## config.mk

```make
export PLATFORM = sky130hd
export DESIGN_NAME = sb_dsp_top
export DESIGN_NICKNAME = d
export VERILOG_FILES = /design/src/hw/sb_pkg.sv /design/src/hw/sb_dsp_top.sv /design/src/hw/sb_sample_out.sv /design/src/hw/sb_play_timer.sv /design/src/hw/sb_dsp_cmd.sv /design/src/hw/sb_port_io.sv
export VERILOG_INCLUDE_DIRS = /design/src /design/src/hw
export SDC_FILE = /design/constraint.sdc
export NUM_CORES = 1
export LEC_CHECK = 0
export BUFFER_PORTS_ARGS = -buffer_cell sky130_fd_sc_hd__buf_2
export CAP_MARGIN = 25
export CORE_MARGIN = 2
export CORE_UTILIZATION = 35
export CTS_BUF_LIST = sky130_fd_sc_hd__clkbuf_2 sky130_fd_sc_hd__clkbuf_4 sky130_fd_sc_hd__clkbuf_8
export CTS_CLUSTER_SIZE = 40
export DETAILED_ROUTE_END_ITERATION = 8
export REMOVE_ABC_BUFFERS = 1
export SLEW_MARGIN = 40
export SYNTH_ARGS = -nofsm -noshare
export SYNTH_HDL_FRONTEND = slang
export SYNTH_SLANG_ARGS = --single-unit
```

## constraint.sdc

```tcl
create_clock -name CLK -period 7.35 [get_ports CLK]
set_clock_uncertainty 0.1 [all_clocks]
set_input_delay 1.1025 -clock CLK [delete_from_list [all_inputs] [get_ports CLK]]
set_output_delay 1.1025 -clock CLK [all_outputs]
set_load 0.005 [all_outputs]
```

## src/hw/sb_params.svh

```systemverilog
`ifndef SB_PARAMS_SVH
`define SB_PARAMS_SVH

`define SB_PORT_RESET 4'h6
`define SB_PORT_READ 4'hA
`define SB_PORT_WRITE 4'hC
`define SB_PORT_STATUS 4'hE

`define SB_CMD_TC 8'h40
`define SB_CMD_DMA8 8'h14
`define SB_CMD_DMA8_HS 8'h91
`define SB_CMD_PAUSE 8'hD0
`define SB_CMD_SPK_ON 8'hD1
`define SB_CMD_SPK_OFF 8'hD3
`define SB_CMD_RESUME 8'hD4
`define SB_CMD_SPK_STATUS 8'hD8
`define SB_CMD_CHECK 8'hE0
`define SB_CMD_VERSION 8'hE1
`define SB_CMD_IRQ 8'hF2

`define SB_REPLY_READY 8'hAA
`define SB_VERSION_MAJOR 8'h03
`define SB_VERSION_MINOR 8'h00

`define SB_TICK_INC 1966
`define SB_TICK_WIDTH 17

`endif
```

## src/hw/sb_pkg.sv

```systemverilog
`include "sb_params.svh"

package sb_pkg;

	typedef logic [3:0] port_ofs_t;
	typedef logic [7:0] dsp_byte_t;
	// transfer length minus one
	typedef logic [15:0] blk_len_t;
	typedef logic signed [15:0] sample_t;
	typedef logic [`SB_TICK_WIDTH-1:0] tick_acc_t;

	typedef enum logic [3:0]
	{
		IDLE,
		READY_REPLY,
		WAIT_READ,
		WAIT_WRITE,
		TC_ARG,
		LEN_LO,
		LEN_HI,
		VERSION_HI,
		VERSION_LO,
		CHECK_ARG,
		SPK_REPLY
	} dsp_state_t;

endpackage

```

## src/hw/sb_dsp_top.sv

```systemverilog
`timescale 1ns/100ps
`include "sb_params.svh"

module sb_dsp_top
	(
	input logic CLK,
	input logic dsp_reset,
	input logic i_io_wr,
	input logic i_io_rd,
	input sb_pkg::port_ofs_t i_io_ofs,
	input sb_pkg::dsp_byte_t i_io_wdata,
	input logic i_dma_valid,
	input sb_pkg::dsp_byte_t i_dma_data,
	output sb_pkg::dsp_byte_t o_io_rdata,
	output logic o_dma_req,
	output sb_pkg::sample_t o_sample,
	output logic o_sample_valid,
	output logic o_irq
	);

	import sb_pkg::*;

	logic cmd_valid;
	dsp_byte_t cmd_byte;
	logic cmd_take;
	logic reply_load;
	dsp_byte_t reply_byte;
	logic reply_pending;
	logic busy;
	logic soft_reset;
	logic status_ack;
	logic play_start;
	blk_len_t play_len;
	dsp_byte_t tc;
	logic pause;
	logic speaker;
	logic block_done;

	sb_port_io u_port_io
	(
		.CLK(CLK),
		.dsp_reset(dsp_reset),
		.i_io_wr(i_io_wr),
		.i_io_rd(i_io_rd),
		.i_io_ofs(i_io_ofs),
		.i_io_wdata(i_io_wdata),
		.i_cmd_take(cmd_take),
		.i_reply_load(reply_load),
		.i_reply_byte(reply_byte),
		.i_busy(busy),
		.o_io_rdata(o_io_rdata),
		.o_cmd_valid(cmd_valid),
		.o_cmd_byte(cmd_byte),
		.o_reply_pending(reply_pending),
		.o_soft_reset(soft_reset),
		.o_status_ack(status_ack)
	);

	sb_dsp_cmd u_dsp_cmd
	(
		.CLK(CLK),
		.dsp_reset(dsp_reset),
		.i_soft_reset(soft_reset),
		.i_cmd_valid(cmd_valid),
		.i_cmd_byte(cmd_byte),
		.i_reply_pending(reply_pending),
		.i_status_ack(status_ack),
		.i_block_done(block_done),
		.o_cmd_take(cmd_take),
		.o_reply_load(reply_load),
		.o_reply_byte(reply_byte),
		.o_busy(busy),
		.o_play_start(play_start),
		.o_play_len(play_len),
		.o_tc(tc),
		.o_pause(pause),
		.o_speaker(speaker),
		.o_irq(o_irq)
	);

	sb_play_timer u_play_timer
	(
		.CLK(CLK),
		.dsp_reset(dsp_reset),
		.i_soft_reset(soft_reset),
		.i_play_start(play_start),
		.i_play_len(play_len),
		.i_tc(tc),
		.i_pause(pause),
		.o_dma_req(o_dma_req),
		.o_block_done(block_done)
	);

	sb_sample_out u_sample_out
	(
		.CLK(CLK),
		.dsp_reset(dsp_reset),
		.i_dma_valid(i_dma_valid),
		.i_dma_data(i_dma_data),
		.i_speaker(speaker),
		.o_sample(o_sample),
		.o_sample_valid(o_sample_valid)
	);

endmodule

```

## src/hw/sb_sample_out.sv

```systemverilog
`timescale 1ns/100ps
`include "sb_params.svh"

module sb_sample_out
	(
	input logic CLK,
	input logic dsp_reset,
	input logic i_dma_valid,
	input sb_pkg::dsp_byte_t i_dma_data,
	input logic i_speaker,
	output sb_pkg::sample_t o_sample,
	output logic o_sample_valid
	);

	import sb_pkg::*;

	dsp_byte_t signed_byte;
	sample_t scaled;

	// unsigned pcm to two's complement
	assign signed_byte = {~i_dma_data[7], i_dma_data[6:0]};

	// sign extend, times 128
	assign scaled = {signed_byte[7], signed_byte, 7'h00};

	always_ff @(posedge CLK)
	begin
		if (dsp_reset)
			o_sample_valid <= 1'b0;
		else
			o_sample_valid <= i_dma_valid;
	end

	always_ff @(posedge CLK)
	begin
		if (i_dma_valid)
		begin
			if (i_speaker)
				o_sample <= scaled;
			else
				o_sample <= '0;
		end
	end

endmodule

```

## src/hw/sb_play_timer.sv

```systemverilog
`timescale 1ns/100ps
`include "sb_params.svh"

module sb_play_timer
	(
	input logic CLK,
	input logic dsp_reset,
	input logic i_soft_reset,
	input logic i_play_start,
	input sb_pkg::blk_len_t i_play_len,
	input sb_pkg::dsp_byte_t i_tc,
	input logic i_pause,
	output logic o_dma_req,
	output logic o_block_done
	);

	import sb_pkg::*;

	tick_acc_t tick_acc;
	logic [`SB_TICK_WIDTH:0] tick_sum;
	logic tick;
	dsp_byte_t rate_cnt;
	logic wrap;
	logic playing;
	blk_len_t len_cnt;
	logic issue;
	logic last_req;

	// carry out of the accumulator is one tick
	assign tick_sum = {1'b0, tick_acc} + {1'b0, tick_acc_t'(`SB_TICK_INC)};
	assign tick = tick_sum[`SB_TICK_WIDTH];

	assign wrap = tick && rate_cnt == 8'hFF;
	assign issue = wrap && playing && !i_pause;

	always_ff @(posedge CLK)
	begin
		if (dsp_reset)
			tick_acc <= '0;
		else
			tick_acc <= tick_sum[`SB_TICK_WIDTH-1:0];
	end

	// counts up from tc, so one period is 256 - tc ticks
	always_ff @(posedge CLK)
	begin
		if (dsp_reset)
			rate_cnt <= '0;
		else if (i_play_start || wrap)
			rate_cnt <= i_tc;
		else if (tick)
			rate_cnt <= rate_cnt + 8'd1;
	end

	always_ff @(posedge CLK)
	begin
		if (dsp_reset || i_soft_reset)
		begin
			playing <= 1'b0;
			len_cnt <= '0;
			o_dma_req <= 1'b0;
			last_req <= 1'b0;
			o_block_done <= 1'b0;
		end
		else
		begin
			o_dma_req <= issue;
			last_req <= issue && len_cnt == '0;
			o_block_done <= last_req;
			if (i_play_start)
			begin
				playing <= 1'b1;
				len_cnt <= i_play_len;
			end
			else if (issue)
			begin
				if (len_cnt == '0)
					playing <= 1'b0;
				else
					len_cnt <= len_cnt - 16'd1;
			end
		end
	end

endmodule

```

## src/hw/sb_dsp_cmd.sv

```systemverilog
`timescale 1ns/100ps
`include "sb_params.svh"

module sb_dsp_cmd
	(
	input logic CLK,
	input logic dsp_reset,
	input logic i_soft_reset,
	input logic i_cmd_valid,
	input sb_pkg::dsp_byte_t i_cmd_byte,
	input logic i_reply_pending,
	input logic i_status_ack,
	input logic i_block_done,
	output logic o_cmd_take,
	output logic o_reply_load,
	output sb_pkg::dsp_byte_t o_reply_byte,
	output logic o_busy,
	output logic o_play_start,
	output sb_pkg::blk_len_t o_play_len,
	output sb_pkg::dsp_byte_t o_tc,
	output logic o_pause,
	output logic o_speaker,
	output logic o_irq
	);

	import sb_pkg::*;

	dsp_state_t state;
	dsp_state_t ret_state;
	dsp_byte_t len_lo;
	logic irq_cmd;

	assign irq_cmd = state == IDLE && i_cmd_valid && i_cmd_byte == `SB_CMD_IRQ;

	assign o_busy = i_cmd_valid || !(state == IDLE || state == WAIT_WRITE);

	// argument states consume the byte that woke WAIT_WRITE
	always_comb
	begin
		o_cmd_take = 1'b0;
		o_reply_load = 1'b0;
		o_reply_byte = `SB_REPLY_READY;
		case (state)
			IDLE:
				o_cmd_take = i_cmd_valid;
			READY_REPLY:
				o_reply_load = ~i_soft_reset;
			TC_ARG, LEN_LO, LEN_HI:
				o_cmd_take = 1'b1;
			CHECK_ARG:
			begin
				o_cmd_take = 1'b1;
				o_reply_load = 1'b1;
				o_reply_byte = ~i_cmd_byte;
			end
			VERSION_HI:
			begin
				o_reply_load = 1'b1;
				o_reply_byte = `SB_VERSION_MAJOR;
			end
			VERSION_LO:
			begin
				o_reply_load = 1'b1;
				o_reply_byte = `SB_VERSION_MINOR;
			end
			SPK_REPLY:
			begin
				o_reply_load = 1'b1;
				o_reply_byte = {8{o_speaker}};
			end
			default:
				o_cmd_take = 1'b0;
		endcase
	end

	always_ff @(posedge CLK)
	begin
		o_play_start <= 1'b0;
		if (dsp_reset)
		begin
			state <= IDLE;
			ret_state <= IDLE;
			o_tc <= '0;
			o_pause <= 1'b0;
			o_speaker <= 1'b0;
		end
		else if (i_soft_reset)
		begin
			// speaker keeps its setting
			state <= READY_REPLY;
			ret_state <= IDLE;
			o_tc <= '0;
			o_pause <= 1'b0;
		end
		else
		begin
			case (state)
				IDLE:
				begin
					if (i_cmd_valid)
					begin
						case (i_cmd_byte)
							`SB_CMD_TC:
							begin
								state <= WAIT_WRITE;
								ret_state <= TC_ARG;
							end
							`SB_CMD_DMA8, `SB_CMD_DMA8_HS:
							begin
								state <= WAIT_WRITE;
								ret_state <= LEN_LO;
							end
							`SB_CMD_CHECK:
							begin
								state <= WAIT_WRITE;
								ret_state <= CHECK_ARG;
							end
							`SB_CMD_PAUSE:
								o_pause <= 1'b1;
							`SB_CMD_RESUME:
								o_pause <= 1'b0;
							`SB_CMD_SPK_ON:
								o_speaker <= 1'b1;
							`SB_CMD_SPK_OFF:
								o_speaker <= 1'b0;
							`SB_CMD_SPK_STATUS:
								state <= SPK_REPLY;
							`SB_CMD_VERSION:
								state <= VERSION_HI;
							// F2 and unknown codes stay idle
							default:
								state <= IDLE;
						endcase
					end
				end
				WAIT_READ:
				begin
					if (!i_reply_pending)
						state <= ret_state;
				end
				WAIT_WRITE:
				begin
					if (i_cmd_valid)
						state <= ret_state;
				end
				TC_ARG:
				begin
					o_tc <= i_cmd_byte;
					state <= IDLE;
				end
				LEN_LO:
				begin
					state <= WAIT_WRITE;
					ret_state <= LEN_HI;
				end
				LEN_HI:
				begin
					o_play_start <= 1'b1;
					o_pause <= 1'b0;
					state <= IDLE;
				end
				VERSION_HI:
				begin
					state <= WAIT_READ;
					ret_state <= VERSION_LO;
				end
				READY_REPLY, VERSION_LO, CHECK_ARG, SPK_REPLY:
				begin
					state <= WAIT_READ;
					ret_state <= IDLE;
				end
				default:
					state <= IDLE;
			endcase
		end
	end

	always_ff @(posedge CLK)
	begin
		if (state == LEN_LO)
			len_lo <= i_cmd_byte;
		if (state == LEN_HI)
			o_play_len <= {i_cmd_byte, len_lo};
	end

	// a new event beats the ack
	always_ff @(posedge CLK)
	begin
		if (dsp_reset || i_soft_reset)
			o_irq <= 1'b0;
		else if (irq_cmd || i_block_done)
			o_irq <= 1'b1;
		else if (i_status_ack)
			o_irq <= 1'b0;
	end

endmodule

```

## src/hw/sb_port_io.sv

```systemverilog
`timescale 1ns/100ps
`include "sb_params.svh"

module sb_port_io
	(
	input logic CLK,
	input logic dsp_reset,
	input logic i_io_wr,
	input logic i_io_rd,
	input sb_pkg::port_ofs_t i_io_ofs,
	input sb_pkg::dsp_byte_t i_io_wdata,
	input logic i_cmd_take,
	input logic i_reply_load,
	input sb_pkg::dsp_byte_t i_reply_byte,
	input logic i_busy,
	output sb_pkg::dsp_byte_t o_io_rdata,
	output logic o_cmd_valid,
	output sb_pkg::dsp_byte_t o_cmd_byte,
	output logic o_reply_pending,
	output logic o_soft_reset,
	output logic o_status_ack
	);

	import sb_pkg::*;

	logic sel_reset;
	logic sel_read;
	logic sel_write;
	logic sel_status;
	dsp_byte_t reply_byte;

	assign sel_reset = i_io_ofs == `SB_PORT_RESET;
	assign sel_read = i_io_ofs == `SB_PORT_READ;
	assign sel_write = i_io_ofs == `SB_PORT_WRITE;
	assign sel_status = i_io_ofs == `SB_PORT_STATUS;

	// status read also acks the irq
	assign o_status_ack = i_io_rd && sel_status;

	always_ff @(posedge CLK)
	begin
		if (dsp_reset)
			o_soft_reset <= 1'b0;
		else if (i_io_wr && sel_reset)
			o_soft_reset <= i_io_wdata[0];
	end

	// command latch, a new write wins over a take
	always_ff @(posedge CLK)
	begin
		if (dsp_reset || o_soft_reset)
			o_cmd_valid <= 1'b0;
		else if (i_io_wr && sel_write)
			o_cmd_valid <= 1'b1;
		else if (i_cmd_take)
			o_cmd_valid <= 1'b0;
	end

	always_ff @(posedge CLK)
	begin
		if (i_io_wr && sel_write)
			o_cmd_byte <= i_io_wdata;
	end

	// reply latch
	always_ff @(posedge CLK)
	begin
		if (dsp_reset || o_soft_reset)
			o_reply_pending <= 1'b0;
		else if (i_reply_load)
			o_reply_pending <= 1'b1;
		else if (i_io_rd && sel_read)
			o_reply_pending <= 1'b0;
	end

	always_ff @(posedge CLK)
	begin
		if (i_reply_load)
			reply_byte <= i_reply_byte;
	end

	// read data holds until the next read
	always_ff @(posedge CLK)
	begin
		if (i_io_rd)
		begin
			case (i_io_ofs)
				`SB_PORT_STATUS:
					o_io_rdata <= {o_reply_pending, 7'h7F};
				`SB_PORT_WRITE:
					o_io_rdata <= {i_busy, 7'h7F};
				`SB_PORT_READ:
					o_io_rdata <= reply_byte;
				default:
					o_io_rdata <= 8'hFF;
			endcase
		end
	end

endmodule

```

==> flow_summary.yaml <==
status:
  status: "finished, final reports clean"
finish:
  fin_nets: 661
  drive_above_1_share_pct: 14.6
  fill_cells: 1665
  diodes: 0
  areaGrowthSynthToFinish_pct: 12.6
route:
  wl_per_cell_um: 16.0
  detail-route-antenna-nets: 0
  detail_route.first_pass.iterations: 7
  viasPerCell: 5.43
  drc: 0
  drt-total-wl_um: 13800
  drt_iter0_markers: 273
  vias: 4701
logic_synthesis:
  yosysSeqAreaShare_pct: 52.1
  ys_warn_count: 0
  synth.top_cell.area_share_pct: 28.8
  synth_most_common_cell: "dfxtp_1"
  ys_ff_latch: 124
  ys_top_cells_by_count: "68 x dfxtp_1, 56 x edfxtp_1, 51 x nand2_1"
  ys_types: 71
  synth-edff-count: 56
  netlist_area_sq_um: 5840
  synth_flop_cell: "dfxtp_1"
  syn_avg_cell_area_sq_um: 9.83
  async_flop_share_pct: 0
  synthTopCellsByArea: "edfxtp_1 29%, dfxtp_1 23%, nand2_1 3.3%, nor2_1 3.2%, a21oi_1 3.2%"
  synth_largest_area_cell: "edfxtp_1"
  synth_cells: 594
floorplan:
  die_w_um: 133
  row_count: 47
  die-height_um: 133
  num_io_pins: 52
  die_area_sq_um: 17700
  core_sq_um: 16500
  start_util_pct: 35.5
clock_tree:
  clockBufferDepth: 2
  post_cts_buffers: 0
  path_clk_slew_ns: 0.07
  cts_buffers: 17
  cts_hold_buf: 0
  htreeDepth: 4
  cts_sinks: 124
  cts-root-buf: "clkbuf_8"
  clk_latency_ns: 0.43
  ctsResizeCount: 0
  cts_tree: "yes"
worst_setup_path:
  cp-startpoint: "u_play_timer.len_cnt[0]$_SDFFE_PP0P_"
  worst_setup_path_start_kind: "register"
  endpoint_kind: "register"
  rr_startpoint: "u_play_timer.len_cnt[0]$_SDFFE_PP0P_"
  cp_max_fo: 14
  crit_type: "register to register"
  worstPathRequired_ns: 7.56
  regToRegSetupSlack_ns: 4.66
  arrival_ns: 2.91
sta:
  fin_crit_sh_pct: 36.6
  relSlewSlack_pct: 46.3
  max_freq_mhz: 372
  rsz0062_at_grt: "no"
  finalSetupTns_ns: 0
  fin_ws_ns: 4.66
  holdWs_ns: 0.324
  tightest_slew_ns: 0.806
  setup_viol: 0
  hold_viol: 0
  period_needed_ns: 2.69
  slew_viol_final: 0
power_and_ir_drop:
  powerDensity_nw_per_um2: 214
  ir_worst_vdd_uv: 147
  leakagePower_nw: 2.25
grt:
  gr-usage-all-layers_pct: 15.9
  grt_pass1_wl_um: 22600
  grt_pass1_vias: 4577
  grt_overflow: 0
  grt_max_degree: 34
  antenna_found_initial: 0
placement:
  dpl.hpwl_um: 9400
  place_congestion: 0.887
  post-place-ws_ns: 4.27
  portBuffers: 44
job:
  cap_violations: 0
min_path:
  worstHoldStart: "u_dsp_cmd.len_lo[1]$_DFFE_PP_"
  min-delay-path-class: "register to register"
critical path, stage by stage (launching register included):
cell and delay (ns):
dfxtp_1 0.33, inv_1 0.10, ha_1 0.20, or4b_2 0.63, nor4_4 0.38, nor4_4 0.12, buf_4 0.24, nor4b_1 0.16
o311a_1 0.33
cell type report:
type,count,area [sq um],share of cell area (%)
repair buffers,49,258,3.92
well taps,220,275,4.19
flip-flops and latches,124,3040,46.3
clock inverters,14,105,1.60
clock buffers,18,241,3.67
inverters,23,86.3,1.31
multi-input cells,417,2560,39.0
sequential cells by signal, indices dropped and copies added (netlist names), 4 cells and up:
name and count:
u_dsp_cmd.o_play_len 16, u_play_timer.len_cnt 16, u_play_timer.tick_acc 16, u_dsp_cmd.len_lo 8
u_dsp_cmd.o_tc 8, u_play_timer.rate_cnt 8, u_port_io.o_cmd_byte 8, u_port_io.o_io_rdata 8
u_port_io.reply_byte 8, u_sample_out.o_sample 8, u_dsp_cmd.ret_state 4, u_dsp_cmd.state 4
power breakdown:
group | internal (W) | switching, W
logic | 0.0000447 | 0.0000657
clock network | 0.000263 | 0.000266
registers | 0.000740 | 0.0000256
cell families after synthesis:
family                     Yosys count  synth area share (%)
adders and majority gates            5                  1.03
and+or+nand+nor                    250                  23.8
DFF                                124                  52.1
muxes                                4                 0.686
other                                1                0.0642
xor gates and xnor gates            11                  1.65
buffers and inverters               59                  4.46
AOI/OAI and AO/OA                  140                  16.2
routing by layer:
layer / routed length, um / part of all wire, % / GRT usage (%) / up-vias
met2: 6850 / 50 / 27.0 / 143
met5: 0 / 0 / 0 / -
met4: 144 / 1.0 / 5.67 / 0
met1: 6080 / 44 / 19.5 / 2262
li1: - / - / - / 2280
met3: 757 / 5.5 / 4.22 / 16
cells in the final DEF, fill, tap and decap left out, types with 5 or more instances in the layout:
master / n
nand3_1: 17
inv_1: 23
nand4_1: 13
nor4_1: 6
a211oi_1: 7
clkbuf_8: 17
nor2_1: 50
nand2b_1: 17
nor2b_1: 14
nor3_1: 20
buf_2: 44
nor3b_1: 11
a31oi_1: 11
nand2_1: 51
a311oi_1: 10
buf_4: 5
a21oi_1: 37
o21ai_0: 31
or3_1: 7
edfxtp_1: 56
xnor2_1: 7
conb_1: 7
and2_1: 9
dfxtp_1: 68
or4_1: 5
worst paths after layout:
path              cells after the start                              endpoint
hold / removal                        0     u_dsp_cmd.o_play_len[1]$_DFFE_PP_
hold reg to reg                       0     u_dsp_cmd.o_play_len[1]$_DFFE_PP_
setup reg to reg                      8  u_play_timer.len_cnt[6]$_SDFFE_PP0P_
setup / recovery                      8  u_play_timer.len_cnt[6]$_SDFFE_PP0P_
stage by stage:
stage / power [W] / instance area (sq um) / cells / utilization, %
finish: 0.00141 / 6570 / 865 / 39.9
global route: 0.00147 / 6570 / 865 / 39.9
CTS: 0.00142 / 6570 / 864 / 39.9
detailed placement: 0.000890 / 6220 / 832 / 37.8
global placement: 0.000884 / 6210 / 832 / 37.7
floorplan: 0.000852 / 5690 / 564 / -
Power figures use the tool's default switching activity.
